===== config.mk =====
export PLATFORM = sky130hd
export DESIGN_NAME = ArithUnit
export DESIGN_NICKNAME = d
export VERILOG_FILES = /design/src/common/arith_pkg.sv /design/src/adder/AddSub.sv /design/src/adder/PrefixAndOr.sv /design/src/design/ArithUnit.sv /design/src/design/FlagUnit.sv /design/src/design/OperandStage.sv /design/src/design/ResultStage.sv
export VERILOG_INCLUDE_DIRS = /design/src /design/src/common
export SDC_FILE = /design/constraint.sdc
export NUM_CORES = 1
export LEC_CHECK = 0
export BUFFER_PORTS_ARGS = -buffer_cell sky130_fd_sc_hd__buf_4
export CAP_MARGIN = 30
export CELL_PAD_IN_SITES_DETAIL_PLACEMENT = 1
export CELL_PAD_IN_SITES_GLOBAL_PLACEMENT = 2
export CORE_MARGIN = 8
export CORE_UTILIZATION = 38
export DETAILED_ROUTE_END_ITERATION = 10
export GPL_TIMING_DRIVEN = 0
export PLACE_DENSITY = 0.89
export SYNTH_ARGS = -nofsm -noshare
export SYNTH_HDL_FRONTEND = slang
export SYNTH_SLANG_ARGS = --single-unit

===== constraint.sdc =====
create_clock -name clk -period 5.88 [get_ports clk]
set_input_delay 0.294 -clock clk [delete_from_list [all_inputs] [get_ports clk]]
set_output_delay 0.294 -clock clk [all_outputs]
set_load 0.01 [all_outputs]

===== src/common/arith_settings.svh =====
`ifndef ARITH_SETTINGS_SVH
`define ARITH_SETTINGS_SVH

// data word width of operands, results and accumulator
`define ARITH_WIDTH 16

// prefix network choice
// 0 serial ripple, 1 brent-kung, 2 sklansky
`define ARITH_SPEED 2

`endif


===== src/common/arith_pkg.sv =====
package arith_pkg;

`include "arith_settings.svh"

	typedef enum logic [2:0] {
		opAdd    = 3'd0,  // a + b
		opSub    = 3'd1,  // a - b
		opAccAdd = 3'd2,  // acc + a
		opAccSub = 3'd3,  // acc - a
		opLoad   = 3'd4   // a + 0, lands in acc
	} opCodeT;

	typedef struct packed {
		opCodeT                 op;
		logic [`ARITH_WIDTH-1:0] a;
		logic [`ARITH_WIDTH-1:0] b;
	} requestT;

	typedef struct packed {
		logic carry;     // carry out, set on subtract means no borrow
		logic overflow;  // signed overflow
		logic zero;
		logic negative;
	} flagsT;

	typedef struct packed {
		logic [`ARITH_WIDTH-1:0] value;
		flagsT                  flags;
	} resultT;

	// ops whose sum is written back into the accumulator
	function automatic logic writesAcc(opCodeT op);
		return op inside {opAccAdd, opAccSub, opLoad};
	endfunction

	function automatic logic isSub(opCodeT op);
		return op inside {opSub, opAccSub};
	endfunction

endpackage


===== src/adder/AddSub.sv =====
`timescale 1ns/100ps

module AddSub #(
	parameter int width = 16,  // word width
	parameter int speed = 2    // prefix structure
) (
	input  logic [width-1:0] a,
	input  logic [width-1:0] b,
	input  logic             sub,      // a - b when set
	output logic [width-1:0] sum,
	output logic             carryOut  // from top group generate
);

	logic [width-1:0] bEff;     // b, inverted on subtract
	logic [width-1:0] gIn;      // prefix generate in
	logic [width-1:0] pIn;      // prefix propagate in
	logic [width-1:0] gOut;     // carry out of each bit
	logic [width-1:0] halfSum;  // a xor bEff

	assign bEff = b ^ {width{sub}};

	// carry in folded into bit 0, so bit 0 never propagates
	assign gIn[0] = (a[0] & bEff[0]) | (sub & (a[0] | bEff[0]));
	assign pIn[0] = 1'b0;

	for (genvar i = 1; i < width; i++) begin : preBits
		assign gIn[i] = a[i] & bEff[i];
		assign pIn[i] = a[i] | bEff[i];
	end

	assign halfSum = a ^ bEff;

	PrefixAndOr #(
		.width(width),
		.speed(speed)
	) prefix_i (
		.gIn (gIn),
		.pIn (pIn),
		.gOut(gOut),
		.pOut()  // group propagate not needed for a plain sum
	);

	assign sum      = halfSum ^ {gOut[width-2:0], sub};  // carries shifted up one bit
	assign carryOut = gOut[width-1];

endmodule


===== src/adder/PrefixAndOr.sv =====
`timescale 1ns/100ps

module PrefixAndOr #(
	parameter int width = 16,  // word width
	parameter int speed = 2    // 0 serial, 1 brent-kung, 2 sklansky
) (
	input  logic [width-1:0] gIn,   // per-bit generate
	input  logic [width-1:0] pIn,   // per-bit propagate
	output logic [width-1:0] gOut,  // group generate over bits i..0
	output logic [width-1:0] pOut   // group propagate over bits i..0
);

	localparam int depth = (width > 1) ? $clog2(width) : 1;  // tree levels

	if (speed == 0) begin : serialPrefix
		logic [width-1:0] gChain;  // ripple chain
		logic [width-1:0] pChain;

		assign gChain[0] = gIn[0];
		assign pChain[0] = pIn[0];
		for (genvar i = 1; i < width; i++) begin : bits
			assign gChain[i] = gIn[i] | (pIn[i] & gChain[i-1]);
			assign pChain[i] = pIn[i] & pChain[i-1];
		end
		assign gOut = gChain;
		assign pOut = pChain;
	end else if (speed == 1) begin : brentKungPrefix
		localparam int stages = 2 * depth - 1;  // up plus down sweep
		logic [width-1:0] gT [0:stages];
		logic [width-1:0] pT [0:stages];

		assign gT[0] = gIn;
		assign pT[0] = pIn;

		// up-sweep, one node at the top of every 2^l block
		for (genvar l = 1; l <= depth; l++) begin : upLevels
			for (genvar i = 0; i < width; i++) begin : bits
				if ((i + 1) % (2 ** l) == 0) begin : black
					assign gT[l][i] = gT[l-1][i]
						| (pT[l-1][i] & gT[l-1][i - 2**(l-1)]);
					assign pT[l][i] = pT[l-1][i] & pT[l-1][i - 2**(l-1)];
				end else begin : white
					assign gT[l][i] = gT[l-1][i];  // pass through
					assign pT[l][i] = pT[l-1][i];
				end
			end
		end

		// down-sweep fills in the block midpoints
		for (genvar t = 1; t < depth; t++) begin : downLevels
			localparam int span = 2 ** (depth - t);
			for (genvar i = 0; i < width; i++) begin : bits
				if (i >= span && (i + 1) % span == span / 2) begin : black
					assign gT[depth+t][i] = gT[depth+t-1][i]
						| (pT[depth+t-1][i] & gT[depth+t-1][i - span/2]);
					assign pT[depth+t][i] = pT[depth+t-1][i]
						& pT[depth+t-1][i - span/2];
				end else begin : white
					assign gT[depth+t][i] = gT[depth+t-1][i];
					assign pT[depth+t][i] = pT[depth+t-1][i];
				end
			end
		end

		assign gOut = gT[stages];
		assign pOut = pT[stages];
	end else begin : sklanskyPrefix
		logic [width-1:0] gT [0:depth];
		logic [width-1:0] pT [0:depth];

		assign gT[0] = gIn;
		assign pT[0] = pIn;

		// level l: upper half of each 2^l block takes the lower half's top bit
		for (genvar l = 1; l <= depth; l++) begin : levels
			for (genvar i = 0; i < width; i++) begin : bits
				if ((i / (2 ** (l-1))) % 2 == 1) begin : black
					localparam int src = (i / (2 ** (l-1))) * (2 ** (l-1)) - 1;  // fan-out bit
					assign gT[l][i] = gT[l-1][i] | (pT[l-1][i] & gT[l-1][src]);
					assign pT[l][i] = pT[l-1][i] & pT[l-1][src];
				end else begin : white
					assign gT[l][i] = gT[l-1][i];
					assign pT[l][i] = pT[l-1][i];
				end
			end
		end

		assign gOut = gT[depth];
		assign pOut = pT[depth];
	end

endmodule


===== src/design/ArithUnit.sv =====
`timescale 1ns/100ps
`include "arith_settings.svh"

module ArithUnit (
	input  logic               clk,
	input  logic               reset,
	input  logic               inStrobe,
	input  arith_pkg::requestT request,
	output logic               outValid,
	output arith_pkg::resultT  result
);

	logic [`ARITH_WIDTH-1:0] opA;
	logic [`ARITH_WIDTH-1:0] opB;
	logic                    sub;
	arith_pkg::opCodeT       stagedOp;
	logic                    stagedValid;
	logic [`ARITH_WIDTH-1:0] sum;
	logic                    carryOut;
	arith_pkg::flagsT        flags;
	logic [`ARITH_WIDTH-1:0] acc;       // accumulator feedback

	// stage 1, request register and operand mux
	OperandStage operand_i (
		.clk        (clk),
		.reset      (reset),
		.inStrobe   (inStrobe),
		.request    (request),
		.acc        (acc),
		.opA        (opA),
		.opB        (opB),
		.sub        (sub),
		.stagedOp   (stagedOp),
		.stagedValid(stagedValid)
	);

	AddSub #(
		.width(`ARITH_WIDTH),
		.speed(`ARITH_SPEED)
	) addSub_i (
		.a       (opA),
		.b       (opB),
		.sub     (sub),
		.sum     (sum),
		.carryOut(carryOut)
	);

	FlagUnit flag_i (
		.opA     (opA),
		.opB     (opB),
		.sub     (sub),
		.sum     (sum),
		.carryOut(carryOut),
		.flags   (flags)
	);

	// stage 2, result register and accumulator
	ResultStage resultStage_i (
		.clk        (clk),
		.reset      (reset),
		.stagedValid(stagedValid),
		.stagedOp   (stagedOp),
		.sum        (sum),
		.flags      (flags),
		.outValid   (outValid),
		.result     (result),
		.acc        (acc)
	);

endmodule


===== src/design/FlagUnit.sv =====
`timescale 1ns/100ps
`include "arith_settings.svh"

module FlagUnit (
	input  logic [`ARITH_WIDTH-1:0] opA,
	input  logic [`ARITH_WIDTH-1:0] opB,
	input  logic                    sub,
	input  logic [`ARITH_WIDTH-1:0] sum,
	input  logic                    carryOut,
	output arith_pkg::flagsT        flags
);

	localparam int msb = `ARITH_WIDTH - 1;

	logic [`ARITH_WIDTH-1:0] addend;  // what the adder really added

	assign addend = opB ^ {`ARITH_WIDTH{sub}};

	always_comb begin
		flags.carry    = carryOut;  // no borrow on subtract
		// same-sign inputs, result sign flipped
		flags.overflow = (opA[msb] == addend[msb]) && (sum[msb] != opA[msb]);
		flags.zero     = (sum == '0);
		flags.negative = sum[msb];
	end

endmodule


===== src/design/OperandStage.sv =====
`timescale 1ns/100ps
`include "arith_settings.svh"

module OperandStage (
	input  logic                    clk,
	input  logic                    reset,
	input  logic                    inStrobe,
	input  arith_pkg::requestT      request,
	input  logic [`ARITH_WIDTH-1:0] acc,          // from result stage
	output logic [`ARITH_WIDTH-1:0] opA,
	output logic [`ARITH_WIDTH-1:0] opB,
	output logic                    sub,
	output arith_pkg::opCodeT       stagedOp,
	output logic                    stagedValid
);

	arith_pkg::requestT staged;  // held request

	always_ff @(posedge clk) begin
		if (reset) begin
			stagedValid <= 1'b0;
		end else begin
			stagedValid <= inStrobe;  // drops on idle cycles
		end
	end

	always_ff @(posedge clk) begin
		if (inStrobe) begin
			staged <= request;
		end
	end

	assign stagedOp = staged.op;
	assign sub      = arith_pkg::isSub(staged.op);

	// operand routing per op
	always_comb begin
		case (staged.op)
			arith_pkg::opAccAdd, arith_pkg::opAccSub: begin
				opA = acc;       // accumulator on the left
				opB = staged.a;
			end
			arith_pkg::opLoad: begin
				opA = staged.a;
				opB = '0;        // pass a straight through
			end
			default: begin
				opA = staged.a;
				opB = staged.b;
			end
		endcase
	end

endmodule


===== src/design/ResultStage.sv =====
`timescale 1ns/100ps
`include "arith_settings.svh"

module ResultStage (
	input  logic                    clk,
	input  logic                    reset,
	input  logic                    stagedValid,
	input  arith_pkg::opCodeT       stagedOp,
	input  logic [`ARITH_WIDTH-1:0] sum,
	input  arith_pkg::flagsT        flags,
	output logic                    outValid,
	output arith_pkg::resultT       result,
	output logic [`ARITH_WIDTH-1:0] acc       // back to operand stage
);

	logic accWrite;  // staged op updates acc this edge

	assign accWrite = stagedValid && arith_pkg::writesAcc(stagedOp);

	// valid and accumulator
	always_ff @(posedge clk) begin
		if (reset) begin
			outValid <= 1'b0;
			acc      <= '0;
		end else begin
			outValid <= stagedValid;
			if (accWrite) begin
				acc <= sum;  // same edge that stages the next request
			end
		end
	end

	// result payload, only touched for real entries
	always_ff @(posedge clk) begin
		if (stagedValid) begin
			result.value <= sum;
			result.flags <= flags;
		end
	end

endmodule


==> summary.md <==
| Metric | Value |
|---|---|
| Setup tns final | 0 ns |
| Slew Limit Fails | 0 |
| Nets@finish | 504 |
| DRT iter0 DRCs | 68 |
| Final Skew | 0.0106 ns |
| Die Y-Extent | 120 um |
| Kind of critical path | flop to flop |
| Max cap viols | 0 |
| Vias in the first global route | 3229 |
| # port buffers | 57 |
| Final Power | 1.51 mW |
| Overflow after GRT | 0 |
| Placed cell area | between 0.004 and 0.005 mm^2 |
| Outcome | completed |
| Core footprint | 0.0107 mm^2 |
| Area Growth Syn to Fin | 19.4% |
| RSZ-0062 raised after global routing | false |
| Critical Path AT | 5.46 ns |
| Clock Latency Late Sink | 0.36 ns |
| Die W | 120 um |
| IO Pins | 59 |
| Worst setup SP type | flop |
| Slowest CP cell | buf_1 |
| Worst IR Drop VDD | roughly 0.15 mV |
| GRT Total Usage | 0.147 |
| Crit path max fanout | 10 |
| Number of synthesis warnings | 0 |
| Max_slew headroom | 0.423 |
| FFs w/ async S/R, synth | 0 |
| Num CTS Buffers | 9 |
| DRC errors left | 0 |
| Setup Buffers After CTS | 0 |
| CTS Hold Buffers Added | 0 |
| Synth Cell Area | 0.00413 mm^2 |
| Req. time, crit path | 6.07 ns |
| Period minus WS final | 5.26 ns |
| H-Tree Level Count | 3 |
| EDFF count, synth | between 50 and 60 |
| Flop2flop setup slack | between 0.6 and 0.7 ns |
| Post-synth cell types | 49 |
| Slew @ Worst Pin | 0.865 ns |
| Slowest stage delay, CP | 0.71 ns |
| Cells after synthesis | between 300 and 400 |
| Share of cells above drive strength 1 | 0.196 |
| Critical path cell sequence | buf_2, nand2b_1, clkbuf_1, buf_1, mux2i_1, inv_1, ha_1, a2111oi_4, a21oi_1, fa_1, or4_1, nor4_1, nand4b_1, or4_4, nor4_2 |
| Leak pwr | 2.06 nW |
| Hold Crit Class | input pin to flop |
| WL per Instance | 17.5 um |
| PwrDens | 307 mW/mm^2 |
| Final setup vio count | 0 |
| Routed vias | 2894 |
| Cts repair resizes | 0 |
| CTS tree | done |
| Root Driver | clkbuf_8 |
| Total routed wirelength | about 10000 um |
| Final Cycle Share | 0.895 |
| Final instance area | 0.00493 mm^2 |
| DP HPWL | between 7000 and 8000 um |
| Main synth FF type | edfxtp_1 |
| Syn Nets | between 400 and 500 |
| Post-DRT Antenna Nets | 0 |
| First-pass GRT wire length | 16600 um |
| Avg Cell Area, Syn | 11.3 um^2 |
| Top Family by Delay on Critical Path | simple AND/OR/NAND/NOR gates |
| Post-synthesis sequential area ratio | 0.480 |
| Row count | 38 |
| Pre-antenna DRT Iters | 4 |
| Initial Util | 0.386 |
| FF+latch count, synth | between 70 and 80 |
| Initial antenna violation count | 0 |
| Vias per cell | 5.00 |
| Clk sink count | a little over 70 |
| Crit end category | flop |
| Largest net degree at the start of global routing | 37 |
| WP buf/inv | 4 |
| Bufs on Longest Clock Path | 2 |
| Max frequency | 0.190 GHz |
| Routability cong. | 0.914 |
| Clock-pin slew on the worst setup and hold paths | 0.07 ns |
| Fin. Hold Viols | 0 |
| # diodes | 0 |
| Die area | approximately 0.014 mm^2 |
-- registers in the layout, summed over array words and instances (netlist names) --
register                cells
operand_i.staged           32
resultStage_i.result       19
resultStage_i.outValid      1
resultStage_i.acc          16
operand_i.stagedValid       1
operand_i.stagedOp          3
-- final cells by class --
class | instances | area (um^2)
well taps | 140 | 175
flip-flops and latches | 72 | 1980
clock buffers | 13 | 159
multi-input cells | 236 | 1920
clock inverters | 3 | 40.0
fillers | 1190 | 5770
repair buffers | 57 | 428
plain buffers | 17 | 70.1
inverters | 41 | 154
-- Yosys cell counts, types with 4 or more instances --
library cell	count	area, um^2
a21oi_1	22	110
clkbuf_1	11	41.3
dfxtp_1	18	360
edfxtp_1	54	1620
fa_1	4	80.1
ha_1	28	350
inv_1	40	150
maj3_1	14	140
mux2_2	4	45.0
mux2i_1	27	270
nand2_1	25	93.8
nand2b_1	4	25.0
nor2_1	19	71.3
nor2b_1	5	31.3
o21a_1	9	67.6
o21ai_0	10	50.1
o22a_1	14	123
xnor2_1	9	78.8
xor2_1	5	43.8
-- power breakdown --
group	internal (mW)	switching, mW
logic	0.200	0.262
registers	0.618	0.0291
clock network	0.218	0.187
total	1.04	0.478
-- cells in the final DEF, fill, tap and decap left out, drive strengths merged, types with 2 or more instances in the layout --
cell	count
buf	63
edfxtp	54
inv	40
ha	28
mux2i	27
nand2	26
clkbuf	24
a21oi	22
nor2	19
dfxtp	18
o22a	14
maj3	14
o21ai	10
xnor2	9
o21a	9
nor2b	6
xor2	5
nand2b	4
mux2	4
fa	4
o21bai	3
a211oi	3
or4	3
clkinv	3
o22ai	2
nor3	2
a221oi	2
nand3	2
nor3b	2
a21o	2
nor4	2
-- cells by family after synthesis --
kind of cell / synth area share
multiplexers: 0.0764
buffers and inverters: 0.0543
XOR/XNOR: 0.0297
adder cells (fa/ha/maj): 0.138
AO/OA/AOI/OAI: 0.138
flip-flops: 0.480
AND/OR/NAND/NOR: 0.0831
-- worst paths after layout --
check,startpoint,end,cells after the start
hold / removal,request[24],operand_i.staged[24],1
setup / recovery,operand_i.stagedOp[1],resultStage_i.result[1],15
setup reg to reg,operand_i.stagedOp[1],resultStage_i.result[1],15
hold reg to reg,resultStage_i.acc[12],resultStage_i.acc[12],2
-- metrics by stage --
step | utilization | instances | worst slack (ns) | hold WS, ns
after global placement | 0.442 | 563 | 0.593 | 0.441
after global routing | 0.461 | 579 | 0.280 | 0.0912
after detailed placement | 0.442 | 563 | 0.584 | 0.452
after CTS | 0.461 | 579 | 0.530 | 0.0937
after floorplan | - | 366 | 1.47 | 0.393
final | 0.461 | 579 | 0.617 | 0.108
-- per-layer routing --
metal  track usage  share of wire  vias up
met4        0.0703          0.020        0
met3        0.0266          0.040       14
li1              -              -     1431
met1         0.184           0.47     1384
met2         0.243           0.47       65
met5             0              0        -
-- worst reg2reg max path, stage by stage (launching register included) --
cell and delay (ns):
edfxtp_1 0.36, buf_2 0.21, nand2b_1 0.10, clkbuf_1 0.48
buf_1 0.72, mux2i_1 0.32, inv_1 0.07, ha_1 0.26
a2111oi_4 0.41, a21oi_1 0.14, fa_1 0.53, or4_1 0.49
nor4_1 0.28, nand4b_1 0.16, or4_4 0.44, nor4_2 0.13
Power figures use the tool's default switching activity.
